[config.mk]
export PLATFORM = sky130hd
export DESIGN_NAME = snd_top
export DESIGN_NICKNAME = d
export VERILOG_FILES = /design/src/verilog/snd_pkg.sv /design/src/verilog/pcm_fetch_arb.sv /design/src/verilog/pcm_voice.sv /design/src/verilog/snd_mixer.sv /design/src/verilog/snd_regs.sv /design/src/verilog/snd_top.sv
export SDC_FILE = /design/constraint.sdc
export NUM_CORES = 2
export LEC_CHECK = 0
export BUFFER_PORTS_ARGS = -buffer_cell sky130_fd_sc_hd__buf_2
export CELL_PAD_IN_SITES_DETAIL_PLACEMENT = 0
export CELL_PAD_IN_SITES_GLOBAL_PLACEMENT = 1
export CORE_AREA = 8 8 379 381
export CTS_CLUSTER_SIZE = 25
export DETAILED_ROUTE_END_ITERATION = 8
export DIE_AREA = 0 0 387 389
export HOLD_SLACK_MARGIN = 0.12
export PLACE_DENSITY = 0.62
export SLEW_MARGIN = 20
export SYNTH_ARGS = -nofsm -noshare
export SYNTH_HDL_FRONTEND = slang
export SYNTH_SLANG_ARGS = --single-unit
export TNS_END_PERCENT = 1
[constraint.sdc]
create_clock -name clk -period 25.3 [get_ports clk]
set_input_delay 2.53 -clock clk [delete_from_list [all_inputs] [get_ports clk]]
set_output_delay 2.53 -clock clk [all_outputs]
set_load 0.02 [all_outputs]
[src/verilog/snd_pkg.sv]
/*
 * PCM sound block shared definitions
 * sizes, host register map, level gains, voice and ROM request types
 */
`default_nettype none

package snd_pkg;

    localparam int NUM_VOICES = 4;
    localparam int VOICE_W    = $clog2(NUM_VOICES);
    localparam int PCM_AW     = 19;                  // sample ROM address width
    localparam int PHASE_FW   = 4;                   // fractional phase bits
    localparam int PHASE_W    = PCM_AW + PHASE_FW;

    localparam logic [7:0] GLOBAL_ADDR = 8'h40;

    // 4.4 gains indexed by the global level
    localparam logic [7:0] PCM_GAIN [4] = '{8'h02, 8'h04, 8'h08, 8'h14};

    // voice register offsets, addr[3:0]
    typedef enum logic [3:0] {
        START_L = 4'd0,
        START_M = 4'd1,
        START_H = 4'd2,  // 3 bits used
        END_L   = 4'd3,
        END_M   = 4'd4,
        END_H   = 4'd5,
        STEP    = 4'd6,  // 4.4 increment
        VOLUME  = 4'd7,
        CTRL    = 4'd8   // play, loop, pan left, pan right
    } reg_off_e;

    typedef enum logic [1:0] {
        IDLE,
        FETCH,
        PLAY
    } voice_state_e;

    typedef struct packed {
        logic [PCM_AW-1:0] start_addr;
        logic [PCM_AW-1:0] end_addr;
        logic [7:0]        step;
        logic [7:0]        volume;
        logic              loop;
        logic              pan_l;
        logic              pan_r;
    } voice_cfg_t;

    typedef struct packed {
        logic signed [15:0] sample;   // data x volume
        logic               playing;
    } voice_out_t;

    typedef struct packed {
        logic              req;
        logic [PCM_AW-1:0] addr;
    } rom_req_t;

endpackage

`default_nettype wire

[src/verilog/pcm_fetch_arb.sv]
/*
 * Sample ROM fetch arbiter
 * round-robin among voice requests, one fetch in flight,
 * address held until rom_ok, one idle cycle between fetches
 */
`timescale 1ns/1ps
`default_nettype none

module pcm_fetch_arb (
    input  wire logic                                        clk,
    input  wire logic                                        rst_n,
    input  wire snd_pkg::rom_req_t [snd_pkg::NUM_VOICES-1:0] reqs,
    output      logic [snd_pkg::NUM_VOICES-1:0]              fetch_done,
    output      logic [snd_pkg::PCM_AW-1:0]                  rom_addr,
    output      logic                                        rom_cs,
    input  wire logic                                        rom_ok
);

    logic [snd_pkg::VOICE_W-1:0] ptr;   // first voice to look at
    logic [snd_pkg::VOICE_W-1:0] gnt;
    logic [snd_pkg::VOICE_W-1:0] pick;
    logic                        any_req;

    // lowest offset from ptr wins, so scan downwards
    always_comb begin
        logic [snd_pkg::VOICE_W-1:0] idx;
        any_req = 1'b0;
        pick    = ptr;
        for (int i = snd_pkg::NUM_VOICES - 1; i >= 0; i--) begin
            idx = ptr + snd_pkg::VOICE_W'(i);
            if (reqs[idx].req) begin
                pick    = idx;
                any_req = 1'b1;
            end
        end
    end

    always_ff @(posedge clk or negedge rst_n) begin
        if (!rst_n) begin
            rom_cs <= 1'b0;
            gnt    <= '0;
            ptr    <= '0;
        end else if (rom_cs) begin
            if (rom_ok) begin
                rom_cs <= 1'b0;        // gap cycle
                ptr    <= gnt + 1'b1;
            end
        end else if (any_req) begin
            rom_cs <= 1'b1;
            gnt    <= pick;
        end
    end

    always_ff @(posedge clk) begin
        if (!rom_cs && any_req) rom_addr <= reqs[pick].addr;
    end

    // data is sampled by the voice on this same edge
    always_comb begin
        fetch_done = '0;
        if (rom_cs && rom_ok) fetch_done[gnt] = 1'b1;
    end

    a_done_onehot: assert property (@(posedge clk) disable iff (!rst_n)
        $onehot0(fetch_done));

    a_addr_hold: assert property (@(posedge clk) disable iff (!rst_n)
        rom_cs && !rom_ok |=> rom_cs && $stable(rom_addr));

endmodule

`default_nettype wire

[src/verilog/pcm_voice.sv]
/*
 * PCM voice
 * 4.4 phase stepping through the sample ROM, end wrap or stop,
 * one byte fetched per address change, scaled by volume
 */
`timescale 1ns/1ps
`default_nettype none

module pcm_voice (
    input  wire logic                     clk,
    input  wire logic                     rst_n,
    input  wire logic                     cen_sample,
    input  wire snd_pkg::voice_cfg_t      cfg,
    input  wire logic                     key_on,
    input  wire logic                     key_off,
    output      snd_pkg::rom_req_t        req,
    input  wire logic                     fetch_done,
    input  wire logic [7:0]               rom_data,
    output      snd_pkg::voice_out_t      vout
);

    snd_pkg::voice_state_e               state;
    logic [snd_pkg::PHASE_W-1:0]         phase;
    logic [snd_pkg::PHASE_W-1:0]         phase_nx;
    logic [snd_pkg::PCM_AW-1:0]          addr_now;
    logic [snd_pkg::PCM_AW-1:0]          addr_nx;
    logic                                int_moved;  // integer part changes
    logic signed [16:0]                  prod;
    logic signed [15:0]                  sample_q;

    assign phase_nx  = phase + snd_pkg::PHASE_W'(cfg.step);
    assign addr_now  = cfg.start_addr + phase[snd_pkg::PHASE_W-1:snd_pkg::PHASE_FW];
    assign addr_nx   = cfg.start_addr + phase_nx[snd_pkg::PHASE_W-1:snd_pkg::PHASE_FW];
    assign int_moved = phase_nx[snd_pkg::PHASE_W-1:snd_pkg::PHASE_FW]
                       != phase[snd_pkg::PHASE_W-1:snd_pkg::PHASE_FW];

    // signed byte times unsigned volume, always fits 16 bits
    assign prod = $signed(rom_data) * $signed({1'b0, cfg.volume});

    always_ff @(posedge clk or negedge rst_n) begin
        if (!rst_n) begin
            state    <= snd_pkg::IDLE;
            phase    <= '0;
            sample_q <= '0;
        end else if (key_off) begin
            state    <= snd_pkg::IDLE;  // silent from the next tick on
            sample_q <= '0;
        end else if (key_on) begin
            phase <= '0;
            state <= snd_pkg::FETCH;
        end else begin
            case (state)
                snd_pkg::FETCH: begin
                    if (fetch_done) begin
                        sample_q <= prod[15:0];
                        state    <= snd_pkg::PLAY;
                    end
                end
                snd_pkg::PLAY: begin
                    if (cen_sample) begin
                        if (addr_nx > cfg.end_addr) begin
                            if (cfg.loop) begin
                                phase <= '0;
                                state <= snd_pkg::FETCH;
                            end else begin
                                state    <= snd_pkg::IDLE;
                                sample_q <= '0;
                            end
                        end else begin
                            phase <= phase_nx;
                            if (int_moved) state <= snd_pkg::FETCH;
                        end
                    end
                end
                default: ;  // idle waits for key_on
            endcase
        end
    end

    assign req.req      = state == snd_pkg::FETCH;
    assign req.addr     = addr_now;  // phase frozen while fetching
    assign vout.sample  = sample_q;
    assign vout.playing = state != snd_pkg::IDLE;

    // never reads past the end of the sample
    a_req_in_range: assert property (@(posedge clk) disable iff (!rst_n)
        req.req |-> req.addr <= cfg.end_addr);

endmodule

`default_nettype wire

[src/verilog/snd_mixer.sv]
/*
 * Stereo PCM mixer
 * per-voice pan, global 4.4 level gain, 16-bit saturation and peak flag
 */
`timescale 1ns/1ps
`default_nettype none

module snd_mixer (
    input  wire logic                                          clk,
    input  wire logic                                          rst_n,
    input  wire logic                                          cen_sample,
    input  wire snd_pkg::voice_out_t [snd_pkg::NUM_VOICES-1:0] vouts,
    input  wire snd_pkg::voice_cfg_t [snd_pkg::NUM_VOICES-1:0] cfg,
    input  wire logic [1:0]                                    level,
    input  wire logic                                          pcm_en,
    output      logic signed [15:0]                            snd_left,
    output      logic signed [15:0]                            snd_right,
    output      logic                                          sample,
    output      logic                                          peak
);

    logic [7:0]         gain;
    logic signed [17:0] sum_l;   // two bits of headroom for four voices
    logic signed [17:0] sum_r;
    logic signed [26:0] prod_l;
    logic signed [26:0] prod_r;
    logic [16:0]        sat_l;   // {overflow, value}
    logic [16:0]        sat_r;

    function automatic logic [16:0] sat16(input logic signed [22:0] v);
        logic [16:0] res;
        if (v > 23'sd32767) res = {1'b1, 16'h7fff};
        else if (v < -23'sd32768) res = {1'b1, 16'h8000};
        else res = {1'b0, v[15:0]};
        return res;
    endfunction

    assign gain = pcm_en ? snd_pkg::PCM_GAIN[level] : 8'h00;

    always_comb begin
        sum_l = '0;
        sum_r = '0;
        for (int i = 0; i < snd_pkg::NUM_VOICES; i++) begin
            if (cfg[i].pan_l) sum_l = sum_l + 18'(vouts[i].sample);
            if (cfg[i].pan_r) sum_r = sum_r + 18'(vouts[i].sample);
        end
    end

    assign prod_l = sum_l * $signed({1'b0, gain});
    assign prod_r = sum_r * $signed({1'b0, gain});
    assign sat_l  = sat16(23'(prod_l >>> 4));  // drop the 4.4 fraction
    assign sat_r  = sat16(23'(prod_r >>> 4));

    always_ff @(posedge clk or negedge rst_n) begin
        if (!rst_n) begin
            snd_left  <= '0;
            snd_right <= '0;
            sample    <= 1'b0;
            peak      <= 1'b0;
        end else begin
            sample <= cen_sample;
            if (cen_sample) begin
                snd_left  <= sat_l[15:0];
                snd_right <= sat_r[15:0];
                peak      <= sat_l[16] | sat_r[16];
            end
        end
    end

    a_sample_after_cen: assert property (@(posedge clk) disable iff (!rst_n)
        $rose(sample) |-> $past(cen_sample));

endmodule

`default_nettype wire

[src/verilog/snd_regs.sv]
/*
 * Sound register block
 * host decode, per-voice configuration, global level and key pulses
 */
`timescale 1ns/1ps
`default_nettype none

module snd_regs (
    input  wire logic                                              clk,
    input  wire logic                                              rst_n,
    input  wire logic [7:0]                                        addr,
    input  wire logic [7:0]                                        wdata,
    input  wire logic                                              wr,
    input  wire logic                                              rd,
    output      logic [7:0]                                        rdata,
    input  wire snd_pkg::voice_out_t [snd_pkg::NUM_VOICES-1:0]     voice_stat,
    output      snd_pkg::voice_cfg_t [snd_pkg::NUM_VOICES-1:0]     cfg,
    output      logic [snd_pkg::NUM_VOICES-1:0]                    key_on,
    output      logic [snd_pkg::NUM_VOICES-1:0]                    key_off,
    output      logic [1:0]                                        level,
    output      logic                                              pcm_en
);

    logic [snd_pkg::VOICE_W-1:0] vsel;
    snd_pkg::reg_off_e           off;
    logic                        voice_hit;  // addresses 00-3f
    logic                        glob_hit;
    logic [7:0]                  rd_mux;

    assign vsel      = addr[5:4];
    assign off       = snd_pkg::reg_off_e'(addr[3:0]);
    assign voice_hit = addr[7:6] == 2'b00;
    assign glob_hit  = addr == snd_pkg::GLOBAL_ADDR;

    // key pulses fire with the CTRL write itself
    always_comb begin
        key_on  = '0;
        key_off = '0;
        if (wr && voice_hit && off == snd_pkg::CTRL) begin
            key_on[vsel]  = wdata[0];
            key_off[vsel] = ~wdata[0];
        end
    end

    always_ff @(posedge clk or negedge rst_n) begin
        if (!rst_n) begin
            cfg    <= '0;
            level  <= 2'd0;
            pcm_en <= 1'b1;
        end else if (wr) begin
            if (glob_hit) begin
                level  <= wdata[1:0];
                pcm_en <= wdata[2];
            end else if (voice_hit) begin
                case (off)
                    snd_pkg::START_L: cfg[vsel].start_addr[7:0]   <= wdata;
                    snd_pkg::START_M: cfg[vsel].start_addr[15:8]  <= wdata;
                    snd_pkg::START_H: cfg[vsel].start_addr[18:16] <= wdata[2:0];
                    snd_pkg::END_L:   cfg[vsel].end_addr[7:0]     <= wdata;
                    snd_pkg::END_M:   cfg[vsel].end_addr[15:8]    <= wdata;
                    snd_pkg::END_H:   cfg[vsel].end_addr[18:16]   <= wdata[2:0];
                    snd_pkg::STEP:    cfg[vsel].step              <= wdata;
                    snd_pkg::VOLUME:  cfg[vsel].volume            <= wdata;
                    snd_pkg::CTRL: begin
                        cfg[vsel].loop  <= wdata[1];
                        cfg[vsel].pan_l <= wdata[2];
                        cfg[vsel].pan_r <= wdata[3];
                    end
                    default: ;  // holes in the map
                endcase
            end
        end
    end

    always_comb begin
        rd_mux = 8'hff;
        if (glob_hit) begin
            rd_mux = {5'd0, pcm_en, level};
        end else if (voice_hit) begin
            case (off)
                snd_pkg::START_L: rd_mux = cfg[vsel].start_addr[7:0];
                snd_pkg::START_M: rd_mux = cfg[vsel].start_addr[15:8];
                snd_pkg::START_H: rd_mux = {5'd0, cfg[vsel].start_addr[18:16]};
                snd_pkg::END_L:   rd_mux = cfg[vsel].end_addr[7:0];
                snd_pkg::END_M:   rd_mux = cfg[vsel].end_addr[15:8];
                snd_pkg::END_H:   rd_mux = {5'd0, cfg[vsel].end_addr[18:16]};
                snd_pkg::STEP:    rd_mux = cfg[vsel].step;
                snd_pkg::VOLUME:  rd_mux = cfg[vsel].volume;
                snd_pkg::CTRL:    rd_mux = {4'd0, cfg[vsel].pan_r, cfg[vsel].pan_l,
                                            cfg[vsel].loop, voice_stat[vsel].playing};
                default:          rd_mux = 8'hff;
            endcase
        end
    end

    always_ff @(posedge clk or negedge rst_n) begin
        if (!rst_n) rdata <= 8'd0;
        else if (rd) rdata <= rd_mux;  // valid the cycle after rd
    end

    a_key_excl: assert property (@(posedge clk) disable iff (!rst_n)
        (key_on & key_off) == '0);

endmodule

`default_nettype wire

[src/verilog/snd_top.sv]
/*
 * PCM sound block top level
 * register map, four voices on a shared sample ROM, stereo mixer
 */
`timescale 1ns/1ps
`default_nettype none

module snd_top (
    input  wire logic                         clk,
    input  wire logic                         rst_n,
    input  wire logic                         cen_sample,
    input  wire logic [7:0]                   addr,
    input  wire logic [7:0]                   wdata,
    input  wire logic                         wr,
    input  wire logic                         rd,
    output      logic [7:0]                   rdata,
    output      logic [snd_pkg::PCM_AW-1:0]   rom_addr,
    output      logic                         rom_cs,
    input  wire logic [7:0]                   rom_data,
    input  wire logic                         rom_ok,
    output      logic signed [15:0]           snd_left,
    output      logic signed [15:0]           snd_right,
    output      logic                         sample,
    output      logic                         peak
);

    snd_pkg::voice_cfg_t [snd_pkg::NUM_VOICES-1:0] cfg;
    snd_pkg::voice_out_t [snd_pkg::NUM_VOICES-1:0] vouts;
    snd_pkg::rom_req_t   [snd_pkg::NUM_VOICES-1:0] reqs;
    logic [snd_pkg::NUM_VOICES-1:0]                key_on;
    logic [snd_pkg::NUM_VOICES-1:0]                key_off;
    logic [snd_pkg::NUM_VOICES-1:0]                fetch_done;
    logic [1:0]                                    level;
    logic                                          pcm_en;

    snd_regs u_regs (
        .clk        (clk),
        .rst_n      (rst_n),
        .addr       (addr),
        .wdata      (wdata),
        .wr         (wr),
        .rd         (rd),
        .rdata      (rdata),
        .voice_stat (vouts),
        .cfg        (cfg),
        .key_on     (key_on),
        .key_off    (key_off),
        .level      (level),
        .pcm_en     (pcm_en)
    );

    for (genvar i = 0; i < snd_pkg::NUM_VOICES; i++) begin : g_voice
        pcm_voice u_voice (
            .clk        (clk),
            .rst_n      (rst_n),
            .cen_sample (cen_sample),
            .cfg        (cfg[i]),
            .key_on     (key_on[i]),
            .key_off    (key_off[i]),
            .req        (reqs[i]),
            .fetch_done (fetch_done[i]),
            .rom_data   (rom_data),       // shared, only the granted voice takes it
            .vout       (vouts[i])
        );
    end

    pcm_fetch_arb u_arb (
        .clk        (clk),
        .rst_n      (rst_n),
        .reqs       (reqs),
        .fetch_done (fetch_done),
        .rom_addr   (rom_addr),
        .rom_cs     (rom_cs),
        .rom_ok     (rom_ok)
    );

    snd_mixer u_mixer (
        .clk        (clk),
        .rst_n      (rst_n),
        .cen_sample (cen_sample),
        .vouts      (vouts),
        .cfg        (cfg),
        .level      (level),
        .pcm_en     (pcm_en),
        .snd_left   (snd_left),
        .snd_right  (snd_right),
        .sample     (sample),
        .peak       (peak)
    );

endmodule

`default_nettype wire
# Word level (Yosys, flattened, before mapping)
# Cells that the tools add are included.
[totals]
register_bits = 461
output_inout_bits = 62
wordCells = 376
[classes]
add_sub_neg = 22
multipliers = 6
magnitude_cmp = 18
n_eq_ne = 57
muxes = 165
bitwise = 11
n_reduce_logical = 46
[op_table]
columns = ["cell", "count"]
rows = [
  ["$bwmux 228", 11],
  ["$pmux 228 s9", 1],
  ["$demux 57 s2", 11],
  ["$mux 23", 20],
  ["$mux 16", 24],
  ["$bmux 20 s2", 5],
  ["$add 19x19->19", 8],
  ["$mux 18", 8],
  ["$pmux 16 s2", 4],
  ["$bmux 57 s2", 1],
  ["$mux 57", 2],
  ["$add 18x16->18", 6],
  ["$add 23x8->23", 4],
  ["$mux 20", 4],
  ["$gt 19x19->1", 4],
  ["$ne 19x19->1", 4],
  ["$pmux 8 s9", 1],
  ["$mux 17", 4],
  ["$mul 8x9->16", 4],
  ["$mux 2", 29],
  ["$mul 18x9->27", 2],
  ["$mux 54", 1],
  ["$ne 3x3->1 const B", 16],
  ["$gt 23x16->1 const B", 2],
  ["46 further kinds", 149],
]

# Logic depth before layout (Yosys ltp)
[logic_depth]
ltp_word = 12
depth_mapped = 56

# Cells and area by module
# From an unflattened synthesis, not the netlist that was laid out.
[unflattened]
cells_unflattened = 6066
hier_area_um2 = 54319.6
[by_module_without_submodules]
columns = ["mod", "n_inst", "cells_each", "area_per_inst_um2", "seq_area_each_um2"]
rows = [
  ["snd_mixer", 1, 1974, 14538.9, 850.8],
  ["pcm_voice (g_voice[2].u_voice ...)", 2, 840, 6932.9, 1026.0],
  ["snd_regs", 1, 730, 11168.2, 5982.0],
  ["pcm_voice (g_voice[0].u_voice)", 1, 800, 6691.4, 1026.0],
  ["pcm_voice (g_voice[1].u_voice)", 1, 801, 6648.9, 1026.0],
  ["pcm_fetch_arb", 1, 81, 1406.3, 695.7],
]

# Worst setup path after synthesis
# OpenSTA, ideal clock, no wires.
[synth_timing]
path_type = "register to register"
from = "register (tool-made name)"
to = "register u_mixer.snd_right[5]"
t_arrival_ns = 10.549
t_required_ns = 25.163
setup_slack_ns = 14.614
path_stages_with_launch = 53
path_buffers = 4
path_cell_list = "dfrtp_1 -> buf_2 -> buf_1 -> clkbuf_1 -> and2_1 -> ha_1 -> fa_1 -> nand3_1 -> o32ai_1 -> a22o_1 -> o221ai_1 -> o21ai_0 -> a32oi_1 -> xnor2_1 -> a21o_1 -> ha_1 -> and2_1 -> a221o_1 -> [17 not listed] -> fa_1 -> inv_1 -> ha_1 -> inv_1 -> fa_1 -> inv_1 -> ha_1 -> a21o_1 -> a21oi_1 -> o21ai_2 -> a21oi_2 -> xnor2_1 -> or4_1 -> or4_1 -> nor2b_4 -> buf_8 -> a21oi_1 -> a21oi_1"
[synth_rtl]
columns = ["element", "line", "source"]
rows = [
  ["end signal: assignment", "snd_mixer.sv:64", "snd_right <= sat_r[15:0];"],
  ["end: declaration", "snd_mixer.sv:17", "output logic signed [15:0] snd_right,"],
]

==> impl_metrics.ini <==
[status]
outcome = completed

[route]
dr.first_iter.drc_count = 2693
vias = 42451
drcViolationCount = 0
vias_per_cell = 5.46
ant_nets = 0
wl_per_cell_um = 22.8
wirelength_um = 177000
drt-pass1-iter-count = 5

[clock_tree]
root_buffer = clkbuf_16
numClockSinks = 461
clock_tree.buffer_depth = 3
cts_resized = 0
cts_hold_buf = 0
clk_latency_ns = 0.71
cts-buffers-inserted = 60
cts_tree = built
postCtsSetupBuffers = 0
path_clk_slew_ns = 0.06
cts_htree_levels = 2

[global_route]
grt_max_degree = 82
grt_pass1_wl_um = 271000
busiest_layer = met2
grtUsageMet2 = 0.409
overflow = 0
antenna_found_initial = 4
grt_use_met3 = 0.0206
grt_usage = 0.232
grtUsageMet1 = 0.291
grt_pass1_vias = 43091

[synth]
ys_seq_area_frac = 0.224
yosys-top-cells-area = dfrtp_1 21%, ha_1 16%, fa_1 9.3%, inv_1 5.1%, xnor2_1 4.1%
syn-mean-instance-area_um2 = 8.73
syn_inst = 5944
ys.flop_type = dfrtp_1
yosys_warnings = 0
yosys.area.top_type = dfrtp_1
synth_edf_count = 19
synth_seq_cells = 461
synth_area_um2 = 51900
synth_cell_types = 100
yosysTopAreaCellShare = 0.213
synth-async-reset-ratio = 0.959

[power_and_ir_drop]
power_mw = 3.36
powerDensity_nw_per_um2 = 59.6
vdd.ir_drop.worst_mv = 0.0665
leakage_nw = 28.2

[timing]
drv_slew = 0
setup_tns_ns = 0
fmax_mhz = 86.6
setup_viol = 0
rsz0062_at_grt = false
hold_viol_final = 0
max-slew-margin-rel = 0.257
period_share = 0.456
skew_ns = 0.0631
fin_crit_ns = 11.54
tightest_slew_ns = 1.10

[setup_path]
critical_path_required_ns = 25.85
cpMostUsedCell = ha_1
critPathTopFamily = compound AO/OA/AOI/OAI gates
slowest_stage = dfrtp_1
end_kind = flop
cp_max_fo = 22
critPathMaxStageDelay_ns = 0.57
worstSetupPathType = flop to flop
cp_num_buf_inv = 4
crit_arrival_ns = 12.10
start_kind = flop

[finish]
nFillCells = 14022
area_growth_pct = 8.62
final_nets = 6866
drive_gt1_frac = 0.0938

[floorplanning]
die_h_um = 389
start_util = 0.376
rows = 137
die_x_um = 387
fp.coreArea_um2 = 138000
die-area_um2 = 151000
io_pins = 92

[place]
port_buffers = 91
gp_congestion = 0.901
dp.final_hpwl_um = 139000

[worst_hold_path]
hp-class = flop to flop

[flow_run]
maxCapViolCount = 0
power breakdown:
| group | internal, mW | total, mW | switching (mW) |
|---|---|---|---|
| logic | 0.515 | 1.38 | 0.861 |
| clock network | 0.568 | 0.954 | 0.386 |
| registers | 0.860 | 1.03 | 0.173 |
| total | 1.94 | 3.36 | 1.42 |
worst paths after layout:
check,start,to,slack (ns),cells past startpoint
setup / recovery,flop,u_mixer.snd_left[10]$_DFFE_PN0P_,13.76,47
hold / removal,flop,flop,0.48,2
setup reg to reg,flop,u_mixer.snd_left[10]$_DFFE_PN0P_,13.76,47
hold reg to reg,flop,flop,0.48,2
max in group asynchronous,rst_n,u_mixer.snd_left[8]$_DFFE_PN0P_,20.34,4
min in group asynchronous,rst_n,g_voice[0].u_voice.sample_q[12]$_DFFE_PN0P_,1.87,1
cells in the final DEF, fill, tap and decap left out, drive strengths merged, types with 20 or more instances in the layout:
cell    netlist  final
a21o        108    108
clkbuf      200     83
mux2        183    183
and3         43     43
dfrtp       441    441
xnor2       244    244
nor3         97     97
o211ai       29     29
o22ai        35     35
nand3       113    113
nand2b       88     88
fa          241    241
ha          675    675
a21oi       313    313
o21a         48     48
and2        171    171
nor2b        69     69
buf          29    142
nand2       491    491
a22o         95     95
o21bai       52     52
a211oi       43     43
or2          20     20
nor2        472    472
mux4         60     60
or3          24     24
o31ai        34     34
a31oi        39     39
xor2        135    135
mux2i        26     26
nand4        36     36
inv         706    711
o21ai       336    336
cell usage after synthesis (52+ instances only):
| cell | count |
|---|---|
| dfrtp_1 | 441 |
| xnor2_1 | 244 |
| mux4_2 | 60 |
| nor2b_1 | 68 |
| inv_1 | 706 |
| mux2_2 | 183 |
| ha_1 | 675 |
| and2_1 | 170 |
| nand3_1 | 113 |
| a21oi_1 | 303 |
| fa_1 | 241 |
| a22o_1 | 95 |
| nor2_1 | 472 |
| o21ai_0 | 327 |
| clkbuf_1 | 200 |
| o21bai_1 | 52 |
| a21o_1 | 108 |
| nand2_1 | 491 |
| xor2_1 | 135 |
| nand2b_1 | 88 |
| nor3_1 | 97 |
final cells by class:
class / count / area [um2] / share of cell area
Clock buffer: 83 / 1710 / 0.0303
Inverter: 707 / 2650 / 0.0471
Clock inverter: 31 / 469 / 0.00832
Multi-Input combinational cell: 4548 / 36800 / 0.653
Sequential cell: 461 / 11600 / 0.206
Timing Repair Buffer: 142 / 853 / 0.0151
Tap cell: 1807 / 2260 / 0.0401
Antenna cell: 2 / 5.00 / 0.0000888
layer usage:
| metal | wire (um) | part of all wire |
|---|---|---|
| met5 | 13 | 0.000073 |
| met1 | 75900 | 0.43 |
| met4 | 8710 | 0.049 |
| met2 | 86400 | 0.49 |
| met3 | 6440 | 0.036 |
worst min-delay path, stage by stage (launching register included):
cell	delay, ns
dfrtp_1	0.34
nand2_1	0.05
nand2_1	0.05
through the flow:
step	cells	setup slack [ns]	hold WS (ns)	instance area [um2]	util
final	7781	13.76	0.481	56400	0.409
after global routing	7779	12.80	0.522	56400	0.408
after CTS	7779	13.82	0.482	56400	0.408
after detailed placement	7665	13.87	0.467	54200	0.393
after global placement	7665	14.07	0.463	54200	0.393
after floorplan	5945	14.61	0.454	51900	-
cells by family (layout without fill, tap and decap cells):
group,count (synthesis),count (layout),synth area share
flip-flops,461,461,0.224
adder cells (fa/ha/maj),921,921,0.257
other,1,4,0.0000723
multiplexers,269,269,0.0708
AO/OA/AOI/OAI,1297,1297,0.163
XOR/XNOR,380,380,0.0644
AND/OR/NAND/NOR,1679,1679,0.153
buffers and inverters,936,963,0.0682
No activity file was read; power rests on OpenSTA's default activity.
